$ cat config.mk
export PLATFORM = sky130hd
export DESIGN_NAME = acq_top
export DESIGN_NICKNAME = d
export VERILOG_FILES = /design/src/logic/acq_pkg.sv /design/src/logic/spi_register_set.sv /design/src/logic/spi_periph_route.sv /design/src/logic/adc_mock.sv /design/src/logic/sequence_acquisition.sv /design/src/logic/output_mode_mux.sv /design/src/logic/acq_top.sv
export VERILOG_INCLUDE_DIRS = /design/src /design/src/logic
export SDC_FILE = /design/constraint.sdc
export NUM_CORES = 1
export LEC_CHECK = 0
export ABC_CLOCK_PERIOD_IN_PS = 2200
export BUFFER_PORTS_ARGS = -buffer_cell sky130_fd_sc_hd__buf_4
export CAP_MARGIN = 20
export CORE_ASPECT_RATIO = 0.7
export CORE_MARGIN = 2
export CORE_UTILIZATION = 50
export CTS_BUF_LIST = sky130_fd_sc_hd__clkbuf_2
export CTS_CLUSTER_DIAMETER = 60
export DETAILED_ROUTE_END_ITERATION = 6
export PLACE_DENSITY = 0.79
export REMOVE_ABC_BUFFERS = 1
export SLEW_MARGIN = 20
export SYNTH_ARGS = -nofsm -noshare
export SYNTH_HDL_FRONTEND = slang
export SYNTH_SLANG_ARGS = --single-unit
$ cat constraint.sdc
create_clock -name clk -period 2.2 [get_ports clk]
set_clock_uncertainty 0.05 [all_clocks]
set_input_delay 0 -clock clk [delete_from_list [all_inputs] [get_ports clk]]
set_output_delay 0 -clock clk [all_outputs]
set_load 0.01 [all_outputs]
$ cat src/logic/acq_defs.svh
/*
  acq control fpga constants
  frame layout, register map, output mode codes,
  status magic and sequencer limits
*/
`ifndef ACQ_DEFS_SVH
`define ACQ_DEFS_SVH

// spi frame. write flag, address, payload
`define ACQ_DATA_W         24
`define ACQ_ADDR_W         7
`define ACQ_FRAME_W        32

//////////////////////////////
// register map
`define ACQ_REG_SPI_MUX    7'd1    // peripheral route select
`define ACQ_REG_4094       7'd2    // 4094 output enable
`define ACQ_REG_MODE       7'd3
`define ACQ_REG_DIRECT     7'd4
`define ACQ_REG_PRECHARGE  7'd5    // precharge clk count
`define ACQ_REG_SEQ_N      7'd6
`define ACQ_REG_SEQ        7'd7    // four packed entries, entry 0 low
`define ACQ_REG_APERTURE   7'd8    // mock adc aperture clk count
`define ACQ_REG_STATUS     7'd9    // read only

// output mode codes
`define ACQ_MODE_DIRECT    2'd0
`define ACQ_MODE_PATTERN   2'd1
`define ACQ_MODE_SEQ       2'd2
`define ACQ_MODE_OFF       2'd3

`define ACQ_MAGIC          8'hAA   // status low byte
`define ACQ_PATTERN_SHIFT  4       // pattern steps every 16 clk
`define ACQ_SEQ_MAX        4       // sample table depth

`endif

$ cat src/logic/acq_pkg.sv
/*
  acq shared types
  register payload, output mode, sequence entries
  and the board output vector
*/
`include "acq_defs.svh"

package acq_pkg;

  typedef logic [`ACQ_DATA_W-1:0] data_t;   // register payload

  typedef enum logic [1:0] {
    MODE_DIRECT  = `ACQ_MODE_DIRECT,    // outputs from direct register
    MODE_PATTERN = `ACQ_MODE_PATTERN,   // free running count, board bring-up
    MODE_SEQ     = `ACQ_MODE_SEQ,       // sequencer with mock adc
    MODE_OFF     = `ACQ_MODE_OFF
  } mode_e;

  // one sample setting
  typedef struct packed {
    logic [1:0] pc_sw;    // precharge switches
    logic [3:0] azmux;    // azero mux
  } seq_entry_t;

  typedef logic [1:0] seq_idx_t;

  typedef seq_entry_t [`ACQ_SEQ_MAX-1:0] seq_tab_t;   // entry 0 in low bits

  // board outputs, leds at the low end
  typedef struct packed {
    logic       spi_interrupt;   // 18
    logic [3:0] azmux;           // 17:14
    logic [1:0] pc_sw;           // 13:12
    logic [7:0] monitor;         // 11:4
    logic [3:0] leds;            // 3:0
  } outvec_t;

endpackage

$ cat src/logic/spi_register_set.sv
/*
  spi register set
  spi pins resampled into clk, frames shifted in msb first,
  writes committed on deselect, reads returned during the
  24 data bits of the same frame
*/
`include "acq_defs.svh"

module spi_register_set (
  input  logic                clk,
  input  logic                rst_i,
  input  logic                sck_i,
  input  logic                ss_i,                // active low
  input  logic                sdi_i,
  input  logic [3:0]          hw_flags_i,
  input  acq_pkg::seq_idx_t   sample_idx_last_i,
  output logic                sdo_o,
  output logic [3:0]          spi_mux_o,
  output logic                oe_4094_o,
  output acq_pkg::mode_e      mode_o,
  output acq_pkg::outvec_t    direct_o,
  output acq_pkg::data_t      precharge_o,
  output logic [2:0]          seq_n_o,
  output acq_pkg::seq_tab_t   seq_o,
  output acq_pkg::data_t      aperture_o
);

  logic [2:0]              sck_q, ss_q;   // two sync stages plus edge history
  logic [1:0]              sdi_q;         // aligned with sck_q[1]
  logic                    sck_rise, sck_fall, ss_rise, sel;
  logic [`ACQ_FRAME_W-1:0] rx;            // newest bit at 0
  logic [5:0]              bit_cnt;       // rising sck this frame
  logic [`ACQ_DATA_W-2:0]  tx;            // read bits still to send
  acq_pkg::data_t          rd_data, status;
  logic                    wr;
  logic [`ACQ_ADDR_W-1:0]  wr_addr;
  acq_pkg::data_t          wr_data;

  //////////////////////////////
  // pin sync and edges

  always_ff @(posedge clk) begin
    if (rst_i) begin
      sck_q <= '0;
      ss_q  <= '1;     // deselected
      sdi_q <= '0;
    end else begin
      sck_q <= {sck_q[1:0], sck_i};
      ss_q  <= {ss_q[1:0], ss_i};
      sdi_q <= {sdi_q[0], sdi_i};
    end
  end

  assign sck_rise = sck_q[1] & ~sck_q[2];
  assign sck_fall = ~sck_q[1] & sck_q[2];
  assign ss_rise  = ss_q[1] & ~ss_q[2];      // end of frame
  assign sel      = ~ss_q[1];

  //////////////////////////////
  // frame shift

  always_ff @(posedge clk) begin
    if (sel && sck_rise) begin
      rx <= {rx[`ACQ_FRAME_W-2:0], sdi_q[1]};
    end
  end

  always_ff @(posedge clk) begin
    if (rst_i || !sel) begin
      bit_cnt     <= '0;
      {sdo_o, tx} <= '0;                     // miso low between frames
    end else begin
      if (sck_rise && bit_cnt != `ACQ_FRAME_W) begin
        bit_cnt <= bit_cnt + 1'b1;
      end
      if (sck_fall) begin
        // flag and address are in, load the read word
        if (bit_cnt == 6'(`ACQ_ADDR_W + 1)) begin
          {sdo_o, tx} <= rd_data;
        end else begin
          {sdo_o, tx} <= {tx, 1'b0};
        end
      end
    end
  end

  // magic, hw flags, last sample
  assign status = {10'b0, sample_idx_last_i, hw_flags_i, `ACQ_MAGIC};

  always_comb begin
    case (rx[`ACQ_ADDR_W-1:0])               // address just shifted in
      `ACQ_REG_SPI_MUX:   rd_data = acq_pkg::data_t'(spi_mux_o);
      `ACQ_REG_4094:      rd_data = acq_pkg::data_t'(oe_4094_o);
      `ACQ_REG_MODE:      rd_data = acq_pkg::data_t'(mode_o);
      `ACQ_REG_DIRECT:    rd_data = acq_pkg::data_t'(direct_o);
      `ACQ_REG_PRECHARGE: rd_data = precharge_o;
      `ACQ_REG_SEQ_N:     rd_data = acq_pkg::data_t'(seq_n_o);
      `ACQ_REG_SEQ:       rd_data = acq_pkg::data_t'(seq_o);
      `ACQ_REG_APERTURE:  rd_data = aperture_o;
      `ACQ_REG_STATUS:    rd_data = status;
      default:            rd_data = '0;      // unknown reads zero
    endcase
  end

  //////////////////////////////
  // write commit on deselect, full frames only

  assign wr      = ss_rise && (bit_cnt == `ACQ_FRAME_W) && rx[`ACQ_FRAME_W-1];
  assign wr_addr = rx[`ACQ_FRAME_W-2 -: `ACQ_ADDR_W];
  assign wr_data = rx[`ACQ_DATA_W-1:0];

  always_ff @(posedge clk) begin
    if (rst_i) begin
      spi_mux_o   <= '0;                     // routes parked
      oe_4094_o   <= 1'b0;
      mode_o      <= acq_pkg::MODE_DIRECT;
      direct_o    <= '0;
      precharge_o <= '0;
      seq_n_o     <= '0;
      seq_o       <= '0;
      aperture_o  <= '0;
    end else if (wr) begin
      case (wr_addr)
        `ACQ_REG_SPI_MUX:   spi_mux_o   <= wr_data[3:0];
        `ACQ_REG_4094:      oe_4094_o   <= wr_data[0];
        `ACQ_REG_MODE:      mode_o      <= acq_pkg::mode_e'(wr_data[1:0]);
        `ACQ_REG_DIRECT:    direct_o    <= acq_pkg::outvec_t'(
                                             wr_data[$bits(acq_pkg::outvec_t)-1:0]);
        `ACQ_REG_PRECHARGE: precharge_o <= wr_data;
        `ACQ_REG_SEQ_N:     seq_n_o     <= wr_data[2:0];
        `ACQ_REG_SEQ:       seq_o       <= acq_pkg::seq_tab_t'(wr_data);
        `ACQ_REG_APERTURE:  aperture_o  <= wr_data;
        default: ;                           // status, unknown
      endcase
    end
  end

endmodule

$ cat src/logic/spi_periph_route.sv
/*
  spi peripheral routing
  passes the shared spi clock and data out when a route is
  selected, steers cs2 to one chip select, parks the rest
*/
module spi_periph_route (
  input  logic [3:0] spi_mux_i,
  input  logic       sck_i,
  input  logic       sdi_i,
  input  logic       spi_cs2_i,
  output logic       glb_clk_o,
  output logic       glb_mosi_o,
  output logic       strobe_4094_o,
  output logic       dac_ss_o,
  output logic       iso_dac_cs_o,
  output logic       iso_dac_cs2_o
);

  logic parked;

  assign parked = (spi_mux_i == 4'b0000);

  // shared bus, park high when nothing routed
  assign glb_clk_o  = parked ? 1'b1 : sck_i;
  assign glb_mosi_o = parked ? 1'b1 : sdi_i;

  // 4094 strobe active high, park low
  assign strobe_4094_o = (spi_mux_i == 4'b0001) ? ~spi_cs2_i : 1'b0;

  // dac selects active low, park high
  assign dac_ss_o      = (spi_mux_i == 4'b0010) ? spi_cs2_i : 1'b1;
  assign iso_dac_cs_o  = (spi_mux_i == 4'b0100) ? spi_cs2_i : 1'b1;
  assign iso_dac_cs2_o = (spi_mux_i == 4'b1000) ? spi_cs2_i : 1'b1;

endmodule

$ cat src/logic/adc_mock.sv
/*
  mock adc
  counts the aperture once released from reset and strobes
  a finished measurement for one clk
*/
module adc_mock (
  input  logic           clk,
  input  logic           rst_i,
  input  logic           adc_reset_n_i,
  input  acq_pkg::data_t aperture_i,
  output logic           measure_valid_o
);

  acq_pkg::data_t cnt;     // aperture clk count, starts at 1
  logic           done;    // single strobe per release

  always_ff @(posedge clk) begin
    if (rst_i || !adc_reset_n_i) begin
      cnt             <= acq_pkg::data_t'(1);
      done            <= 1'b0;
      measure_valid_o <= 1'b0;
    end else begin
      measure_valid_o <= 1'b0;
      if (!done) begin
        // aperture 0 behaves as 1
        if (cnt >= aperture_i) begin
          measure_valid_o <= 1'b1;
          done            <= 1'b1;
        end
        cnt <= cnt + 1'b1;
      end
    end
  end

endmodule

$ cat src/logic/sequence_acquisition.sv
/*
  sequence acquisition
  precharge then measure for each programmed sample, azmux
  and pc_sw from the current entry, index wraps after seq_n
*/
module sequence_acquisition (
  input  logic                clk,
  input  logic                rst_i,
  input  logic                trig_i,             // low holds idle
  input  logic                measure_valid_i,
  input  logic [2:0]          seq_n_i,
  input  acq_pkg::seq_tab_t   seq_i,
  input  acq_pkg::data_t      precharge_i,
  output logic                adc_reset_n_o,
  output acq_pkg::seq_idx_t   idx_o,
  output acq_pkg::seq_entry_t entry_o,
  output acq_pkg::seq_idx_t   sample_idx_last_o
);

  typedef enum logic {
    ST_PRECHARGE,            // adc held in reset
    ST_MEASURE               // adc released, wait for strobe
  } state_e;

  state_e         state;
  acq_pkg::data_t pc_cnt;     // precharge clks, starts at 1
  logic [2:0]     idx_next;   // one wider for the seq_n compare

  assign idx_next = {1'b0, idx_o} + 3'd1;

  always_ff @(posedge clk) begin
    if (rst_i || !trig_i) begin
      state  <= ST_PRECHARGE;
      pc_cnt <= acq_pkg::data_t'(1);
      idx_o  <= '0;
    end else begin
      case (state)
        ST_PRECHARGE: begin
          if (pc_cnt >= precharge_i) begin
            state <= ST_MEASURE;
          end else begin
            pc_cnt <= pc_cnt + 1'b1;
          end
        end
        ST_MEASURE: begin
          if (measure_valid_i) begin
            state  <= ST_PRECHARGE;
            pc_cnt <= acq_pkg::data_t'(1);
            // seq_n of 0 wraps like 1
            idx_o  <= (idx_next >= seq_n_i) ? 2'd0 : idx_next[1:0];
          end
        end
        default: state <= ST_PRECHARGE;
      endcase
    end
  end

  // last completed sample, kept while idle for status reads
  always_ff @(posedge clk) begin
    if (rst_i) begin
      sample_idx_last_o <= '0;
    end else if (trig_i && state == ST_MEASURE && measure_valid_i) begin
      sample_idx_last_o <= idx_o;
    end
  end

  assign adc_reset_n_o = (state == ST_MEASURE);
  assign entry_o       = seq_i[idx_o];         // switch settings for this sample

endmodule

$ cat src/logic/output_mode_mux.sv
/*
  output mode mux
  free running test pattern and the per mode board output
  vector, direct, pattern, sequencer or all off
*/
`include "acq_defs.svh"

module output_mode_mux (
  input  logic                clk,
  input  logic                rst_i,
  input  acq_pkg::mode_e      mode_i,
  input  acq_pkg::outvec_t    direct_i,
  input  acq_pkg::seq_idx_t   idx_i,
  input  acq_pkg::seq_entry_t entry_i,
  input  logic                adc_reset_n_i,
  input  logic                measure_valid_i,
  output acq_pkg::outvec_t    out_o
);

  localparam int OUT_W = $bits(acq_pkg::outvec_t);
  localparam int CNT_W = OUT_W + `ACQ_PATTERN_SHIFT;

  logic [CNT_W-1:0] pattern_cnt;   // low bits dropped, slows visible count
  acq_pkg::outvec_t seq_vec;

  always_ff @(posedge clk) begin
    if (rst_i) begin
      pattern_cnt <= '0;
    end else begin
      pattern_cnt <= pattern_cnt + 1'b1;
    end
  end

  // sequencer view
  always_comb begin
    seq_vec               = '0;
    seq_vec.leds          = 4'b0001 << idx_i;   // one-hot sample
    seq_vec.monitor[0]    = adc_reset_n_i;
    seq_vec.monitor[1]    = measure_valid_i;
    seq_vec.monitor[3:2]  = idx_i;
    seq_vec.pc_sw         = entry_i.pc_sw;
    seq_vec.azmux         = entry_i.azmux;
    seq_vec.spi_interrupt = measure_valid_i;    // mcu picks up the sample
  end

  always_comb begin
    case (mode_i)
      acq_pkg::MODE_DIRECT:  out_o = direct_i;
      acq_pkg::MODE_PATTERN: out_o = acq_pkg::outvec_t'(
                                       pattern_cnt[CNT_W-1:`ACQ_PATTERN_SHIFT]);
      acq_pkg::MODE_SEQ:     out_o = seq_vec;
      default:               out_o = '0;         // off
    endcase
  end

endmodule

$ cat src/logic/acq_top.sv
/*
  acq control fpga top
  register set, spi peripheral routing, sequencer paced by
  the mock adc, and the output mode mux onto the board pins
*/
module acq_top (
  input  logic       clk,
  input  logic       rst_i,
  input  logic       sck_i,
  input  logic       ss_i,
  input  logic       sdi_i,
  input  logic       spi_cs2_i,
  input  logic [3:0] hw_flags_i,
  input  logic       trig_sa_i,
  output logic       sdo_o,
  output logic [3:0] leds_o,
  output logic [7:0] monitor_o,
  output logic [1:0] pc_sw_o,
  output logic [3:0] azmux_o,
  output logic       spi_interrupt_o,
  output logic       oe_4094_o,
  output logic       glb_clk_o,
  output logic       glb_mosi_o,
  output logic       strobe_4094_o,
  output logic       dac_ss_o,
  output logic       iso_dac_cs_o,
  output logic       iso_dac_cs2_o
);

  logic [3:0]          reg_spi_mux;
  acq_pkg::mode_e      reg_mode;
  acq_pkg::outvec_t    reg_direct;
  acq_pkg::data_t      reg_precharge, reg_aperture;
  logic [2:0]          reg_seq_n;
  acq_pkg::seq_tab_t   reg_seq;
  logic                adc_reset_n, measure_valid;
  acq_pkg::seq_idx_t   seq_idx, sample_idx_last;
  acq_pkg::seq_entry_t seq_entry;
  acq_pkg::outvec_t    out_vec;

  spi_register_set u_regs (
    .clk(clk), .rst_i(rst_i),
    .sck_i(sck_i), .ss_i(ss_i), .sdi_i(sdi_i),
    .hw_flags_i(hw_flags_i), .sample_idx_last_i(sample_idx_last),
    .sdo_o(sdo_o), .spi_mux_o(reg_spi_mux), .oe_4094_o(oe_4094_o),
    .mode_o(reg_mode), .direct_o(reg_direct), .precharge_o(reg_precharge),
    .seq_n_o(reg_seq_n), .seq_o(reg_seq), .aperture_o(reg_aperture)
  );

  spi_periph_route u_route (
    .spi_mux_i(reg_spi_mux), .sck_i(sck_i), .sdi_i(sdi_i), .spi_cs2_i(spi_cs2_i),
    .glb_clk_o(glb_clk_o), .glb_mosi_o(glb_mosi_o), .strobe_4094_o(strobe_4094_o),
    .dac_ss_o(dac_ss_o), .iso_dac_cs_o(iso_dac_cs_o), .iso_dac_cs2_o(iso_dac_cs2_o)
  );

  //////////////////////////////
  // sequencer paced by mock adc

  adc_mock u_adc (
    .clk(clk), .rst_i(rst_i),
    .adc_reset_n_i(adc_reset_n), .aperture_i(reg_aperture),
    .measure_valid_o(measure_valid)
  );

  sequence_acquisition u_seq (
    .clk(clk), .rst_i(rst_i), .trig_i(trig_sa_i),
    .measure_valid_i(measure_valid),                 // from mock adc
    .seq_n_i(reg_seq_n), .seq_i(reg_seq), .precharge_i(reg_precharge),
    .adc_reset_n_o(adc_reset_n), .idx_o(seq_idx), .entry_o(seq_entry),
    .sample_idx_last_o(sample_idx_last)              // back to status
  );

  output_mode_mux u_mux (
    .clk(clk), .rst_i(rst_i), .mode_i(reg_mode), .direct_i(reg_direct),
    .idx_i(seq_idx), .entry_i(seq_entry),
    .adc_reset_n_i(adc_reset_n), .measure_valid_i(measure_valid),
    .out_o(out_vec)
  );

  // pin groups
  assign leds_o          = out_vec.leds;
  assign monitor_o       = out_vec.monitor;
  assign pc_sw_o         = out_vec.pc_sw;
  assign azmux_o         = out_vec.azmux;
  assign spi_interrupt_o = out_vec.spi_interrupt;

endmodule

==> key figures, run 1 <==
Status
  • Status: finished, violations left
  • Failing checks: setup timing

GRT
  • Vias in the first global route: 10600
  • Total track usage: 27.9%
  • Met3 usage: 6.76%
  • Initial antenna violation count: 1
  • Global-route wire length before repair: 56.9 mm
  • Largest net degree at the start of global routing: 96
  • GR peak layer: met2
  • Grt met2 use: 41.0%
  • Total gr overflow: 0
  • Met1 Resource Use GR: 40.1%

STA
  • Final WS setup: -435 ps
  • Max-slew headroom: 51.9%
  • Max Fclk: 0.379 GHz
  • Worst slew pin tran: 720 ps
  • RSZ-0062 raised after global routing: true
  • Period utilization: 120%
  • Setup violators final: 119
  • Max Slew Vio Count: 0
  • Hold violation count in the final report: 0
  • Tmin final: 2640 ps

Power and ir drop
  • Sw Share: 26.5%
  • Sequential power share: 59.3%
  • Power Density: 501 mW/mm^2
  • Sw power: 2.07 mW
  • Peak supply drop: 0.000316 V
  • Logic pwr share: 2.8%
  • Power Internal: 5.74 mW
  • Leakage: 6.15 nW
  • Clock power share: 37.9%

Placement
  • Post-placement cell area: 0.0136 sq mm
  • Detailed-placement wirelength estimate: 23.6 mm
  • Input/output buffers: 37
  • Placed cells: 1732
  • Gpl congestion: 0.903

Floorplanning
  • Total die area: 0.0258 sq mm
  • Row count: 47
  • Starting Density: 51.4%
  • I/O pins: 38
  • Die Width: 191 um
  • Core Footprint: 0.0239 sq mm
  • Die H: 135 um

CTS
  • Worst-path clk slew: 110 ps
  • Root buffer cell: clkbuf_2
  • Bufs on Longest Clock Path: 3
  • CTS tree: built
  • TritonCTS Buffers: 56
  • H-tree depth: 2
  • Clock Sinks: 249
  • Clk_lat worst skew: 900 ps

Final layout
  • Final cell count without fillers: 1881
  • # diodes: 0
  • Proportion of layout cells with a drive suffix above 1: 28.6%
  • Final nets: 1594
  • Final Util: 65.4%
  • Multi-input gate area: 0.00715 sq mm
  • Register area: 0.00534 sq mm
  • Fillers: 1790
  • Layout area overhead: 27.2%
  • Post-route cell area: 0.0156 sq mm

Worst setup path
  • Critical Path RT: 2940 ps
  • Critical Path Fanout Max: 5
  • CP Launch Type: register
  • WS Path Type: register to register
  • CP Capture Type: register
  • Arr. time, crit path: 3370 ps

Route
  • Vias/cell: 6.05
  • DRC: 0
  • WL/cell: 20.5 um
  • Routed Wire Length: 38.6 mm
  • Final ANT Viol Nets: 0
  • Drt initial violations: 1258
  • Routed via count: 11400
  • Drt pass-1 iters: 5

Yosys
  • Ranking of synthesized cells by area: dfxtp_1 (35%), mux2i_1 (11%), edfxtp_1 (7.8%)
  • Seq/Total Area, Yosys: 43.2%
  • Flops & latches, synth: 249
  • Mapped Area: 0.0123 sq mm
  • Most common cell in the synthesized netlist: dfxtp_1
  • EDFF count, synth: 32
  • Synth Flop Type: dfxtp_1
  • Asr flop ratio synth: 0%
  • Area share of the largest cell type after synthesis: 35.4%
  • Ys Warns: 0
  • Leading area contributor after synthesis: dfxtp_1
  • Average cell area after synthesis: 9.10 sq um
  • Post-synthesis cell type count: 62
  • Top cells by count, synth: dfxtp_1 (217), nor2_1 (199), mux2i_1 (131), nand2_1 (90), clkbuf_1 (66)
  • Synthesized instance count: 1349

Worst hold path
  • Tightest Hold Check Type: primary input to register

Job
  • Max-cap violations: 0
==> through the flow <==
step	setup slack [ps]	hold slack [ps]	power (mW)	TNS [ps]
after CTS	-332	29.8	7.80	-24690
final	-435	98.6	7.82	-29100
after detailed placement	-426	152	4.92	-34250
after floorplan	-2360	16.7	4.80	-111170
after global routing	-547	103	8.10	-43190
after global placement	-380	154	4.91	-30820
==> power by group through the flow <==
stage	sequential [mW]	clock [mW]	combinational, mW
final	4.64	2.96	0.220
after CTS	4.63	2.96	0.205
after floorplan	4.73	0	0.0705
after global placement	4.74	0	0.175
after detailed placement	4.74	0	0.178
after global routing	4.64	3.22	0.236
==> routing by layer <==
layer,wire length [um],vias to the layer above
met1,16300,5404
li1,-,5205
met4,1070,0
met5,0,-
met3,4200,95
met2,17100,682
==> path summary, 6_finish.rpt <==
check	start	to	slack, ps	depth (start not counted)
setup / recovery	u_regs.bit_cnt[0]	u_regs.direct_o[12]	-440	10
hold / removal	trig_sa_i	u_seq.sample_idx_last_o[0]	100	5
setup reg to reg	u_regs.bit_cnt[0]	u_regs.direct_o[12]	-440	10
hold reg to reg	u_regs.sdi_q[1]	u_regs.rx[0]	370	0
==> final cells by class <==
cell class,count,area share (%)
multi-input combinational,955,45.8
sequential,249,34.2
timing repair buffer,200,12.9
clock buffer,89,2.85
tap,318,2.55
inverter,61,1.47
clock inverter,9,0.216
==> flip-flops by register name (all words and copies together), names as in the netlist, 3 cells and up <==
name,cells
u_regs.seq_o,24
u_regs.aperture_o,24
u_regs.ss_q,3
u_regs.spi_mux_o,4
u_regs.precharge_o,24
u_regs.rx,32
u_adc.cnt,24
u_regs.direct_o,19
u_seq.pc_cnt,24
u_regs.seq_n_o,3
u_regs.bit_cnt,6
u_regs.sck_q,3
u_mux.pattern_cnt,23
u_regs.tx,23
==> repair_timing <==
item / 4_1_cts / 5_1_grt
endpoints found under the hold margin: 176 / 0
setup endpoints to repair: 144 / 159
hold buffers: 17 / 0
gates resized for setup: 127 / 96
buffers inserted: 15 / 7
pin swaps: 44 / 49
gates cloned: 5 / 12
==> cell usage in the layout (no fill, tap or decap), types with 25 or more instances in the layout <==
cell type  instances
mux2i_1          124
nand2_1           81
xor2_1            28
edfxtp_1          32
dfxtp_1          192
ha_1              45
buf_4            139
o21ai_0           46
nor2_1           193
nand3_1           35
a21oi_1           43
nor3_1            25
dfxtp_2           25
clkbuf_2          89
inv_1             49
==> cells by family (layout without fill, tap and decap cells) <==
kind of cell | count (synthesis) | count (layout) | synth area share [%]
mux | 140 | 140 | 12.1
fa+ha+maj | 60 | 60 | 6.12
compound gates | 215 | 215 | 11.1
buf+inv | 146 | 359 | 4.73
xor+xnor | 42 | 42 | 3.00
simple gates | 497 | 498 | 19.7
flops | 249 | 249 | 43.2
==> worst max-delay path: stages (launching register included) <==
cell	delay [ps]
dfxtp_2	340
inv_2	80
ha_4	120
or3b_4	400
nor4_4	340
nand3b_1	130
buf_6	150
or3_4	430
buf_12	180
mux2i_4	180
nor2_1	140
Note: power is estimated with default switching activity, not from simulation.
==> run 2: changes to the inputs <==
Settings changed: ABC_CLOCK_PERIOD_IN_PS 2200 to 3090, CTS_CLUSTER_SIZE set to 8, PLACE_DENSITY 0.79 to 0.76.
Clock period 2.2 ns to 3.09 ns, I/O delays scaled along.
==> run 2 against run 1 <==
The flow now finishes without violations; final cell count down 8.6%; register-to-register slack better by 620 ps; flip-flop and latch count unchanged; design area is 15% lower; clock power is 47% lower; power fell by 36%; die area unchanged; worst hold slack better by 66 ps; worst setup slack improved by 620 ps; largest cell class unchanged; largest power group unchanged; highest routed layer is now met5.
==> key figures, run 2 (synthesized netlist as in run 1, its figures left out) <==
GRT
  • Vias in the first global route: 9331 (-12%)
  • Initial antenna violation count: 3 (+2)
  • Largest net degree at the start of global routing: 100 (+4.2%)
  • Global-route wire length before repair: 50.6 mm (-11%)
  • Total gr overflow: 0 (unchanged)
  • Total track usage: 24.8% (-3.1 points)

CTS
  • Clock Sinks: 249 (unchanged)
  • TritonCTS Buffers: 37 (-34%)
  • Bufs on Longest Clock Path: 3 (unchanged)
  • Hold buffer count at CTS: 15 (-2)
  • Worst-path clk slew: 160 ps (+50 ps)
  • H-tree depth: 2 (unchanged)
  • Postcts setup bufs: 0 (-15)
  • Cts repair resizes: 0 (-100%)
  • Clk_lat worst skew: 770 ps (-130 ps)
  • CTS tree: built
  • Root buffer cell: clkbuf_2

STA
  • Hold violation count in the final report: 0 (unchanged)
  • Period utilization: 93.9% (-26 points)
  • RSZ-0062 raised after global routing: false
  • Max Slew Vio Count: 0 (unchanged)
  • Setup violators final: 0 (-100%)
  • Setup TNS: 0 ps (+29100 ps)
  • Max Fclk: 0.345 GHz (-9.2%)
  • Max-slew headroom: 31.1% (-21 points)
  • Tmin final: 2900 ps (+266 ps)
  • Worst slew pin tran: 1030 ps (+313 ps)
  • Worst hold slack: 165 ps (+66.0 ps)

Worst hold path
  • Tightest Hold Check Type: primary input to register

Power and ir drop
  • Leakage: 5.03 nW (-18%)
  • Power Density: 377 mW/mm^2 (-25%)
  • Peak supply drop: 0.000205 V (-35%)

Floorplanning
  • Starting Density: 51.4% (unchanged)
  • Core Footprint: 0.0239 sq mm (unchanged)
  • Row count: 47 (unchanged)
  • I/O pins: 38 (unchanged)
  • Die Width: 191 um (unchanged)
  • Total die area: 0.0258 sq mm (unchanged)
  • Die H: 135 um (unchanged)

Final layout
  • Commonest non-fill, non-tap cell in the layout: dfxtp_1
  • Proportion of layout cells with a drive suffix above 1: 10.6% (-18 points)
  • Biggest register: u_regs.rx
  • Final nets: 1456 (-8.7%)
  • Post-route cell area: 0.0133 sq mm (-15%)
  • Most frequent cells in the layout: dfxtp_1 (217), nor2_1 (196), mux2i_1 (131)
  • Layout area overhead: 8.39%
  • Max reg flops: 32 (unchanged)

Route
  • Top sig layer: met5
  • Wl on met1: 15.4 mm (-5.0%)
  • WL met3: 2.91 mm (-31%)
  • Vias/cell: 5.90 (-2.6%)
  • Drt pass-1 iters: 5 (unchanged)
  • Drt initial violations: 1029 (-18%)
  • Met2 WL post-DR: 12.7 mm (-26%)
  • DRC: 0 (unchanged)
  • Routed Wire Length: 31.6 mm (-18%)
  • WL/cell: 18.4 um (-10%)
  • Final ANT Viol Nets: 0 (unchanged)
  • Routed via count: 10100 (-11%)

Worst setup path
  • Delay-heaviest family, CP: simple AND/OR/NAND/NOR gates
  • Critical Path RT: 3620 ps (+680 ps)
  • CP Launch Type: register
  • CP Buf/Inv Count: 1 (-2)
  • Critical Path Fanout Max: 4 (-1)
  • CP max stage delay: 660 ps (+230 ps)
  • Ordered list of cells on the worst path: inv_1, ha_1, or3b_1, nor4_4, nand3b_1, nor3b_1, mux2i_1, nor2_1
  • Arr. time, crit path: 3430 ps (+60 ps)
  • CP max-delay cell: nor3b_1
  • CP Capture Type: register
  • WS Path Type: register to register

Placement
  • Input/output buffers: 37 (unchanged)
  • Post-placement cell area: 0.0129 sq mm (-5.1%)
  • Gpl congestion: 0.855 (-5.4%)
  • Detailed-placement wirelength estimate: 22.4 mm (-5.0%)

Job
  • Max-cap violations: 0 (unchanged)

Status
  • Status: finished, final reports clean
run 2: cell count changes in the layout (fill, tap and decap cells not counted), moves of 14 or more:
cell and change:
buf_4 -75, clkbuf_2 -36, dfxtp_1 +25, dfxtp_2 -25
a221oi_1 +18, a221oi_2 -15, ha_1 +15, a21oi_1 +14
ha_4 -14
run 2: area by class of cell:
| class | instances | area [sq um] |
|---|---|---|
| Sequential cell | 249 | 5310 |
| Multi-Input combinational cell | 954 | 6410 |
| Timing Repair Buffer | 82 | 691 |
| Clock inverter | 1 | 8.76 |
| Tap cell | 318 | 398 |
| Inverter | 61 | 229 |
| Antenna cell | 1 | 2.50 |
| Fill cell | 2124 | 10600 |
| Clock buffer | 53 | 265 |
run 2: path summary, 6_finish.rpt:
kind / startpoint / endpoint / slack (ps) / cells past startpoint
worst max register to register: u_regs.bit_cnt[0] / u_regs.seq_n_o[1] / 190 / 8
worst min-delay path: rst_i / u_regs.spi_mux_o[0] / 160 / 3
worst min register to register: u_regs.sdi_q[1] / u_regs.rx[0] / 360 / 0
worst max-delay path: u_regs.bit_cnt[0] / u_regs.seq_n_o[1] / 190 / 8
run 2: power by group:
part / leakage [nW] / switching, mW / internal, mW / total (mW)
registers: 2.04 / 0.0178 / 3.29 / 3.30
logic: 2.77 / 0.0838 / 0.0491 / 0.133
clock network: 0.224 / 1.13 / 0.442 / 1.58
run 2: worst reg2reg max path: cells and delay by family, from the launching register on:
family,cells,cell delay [ps]
simple gates,5,1780
flops,1,370
fa+ha+maj,1,140
mux,1,260
buf+inv,1,90
run 2: through the flow:
stage	utilization (%)	cells	setup slack, ps	total power, mW
finish	55.7	1719	189	5.01
CTS	55.7	1718	224	5.05
global placement	53.9	1649	382	3.49
floorplan	-	1264	-1470	3.42
detailed placement	53.9	1649	351	3.49
global route	55.7	1719	57.6	5.22
run 2: layer usage:
metal | up-vias | global-route usage, %
met2 | 382 | 34.7
met5 | - | 0
met1 | 4810 | 37.3
met4 | 4 | 6.24
li1 | 4891 | -
met3 | 47 | 6.89
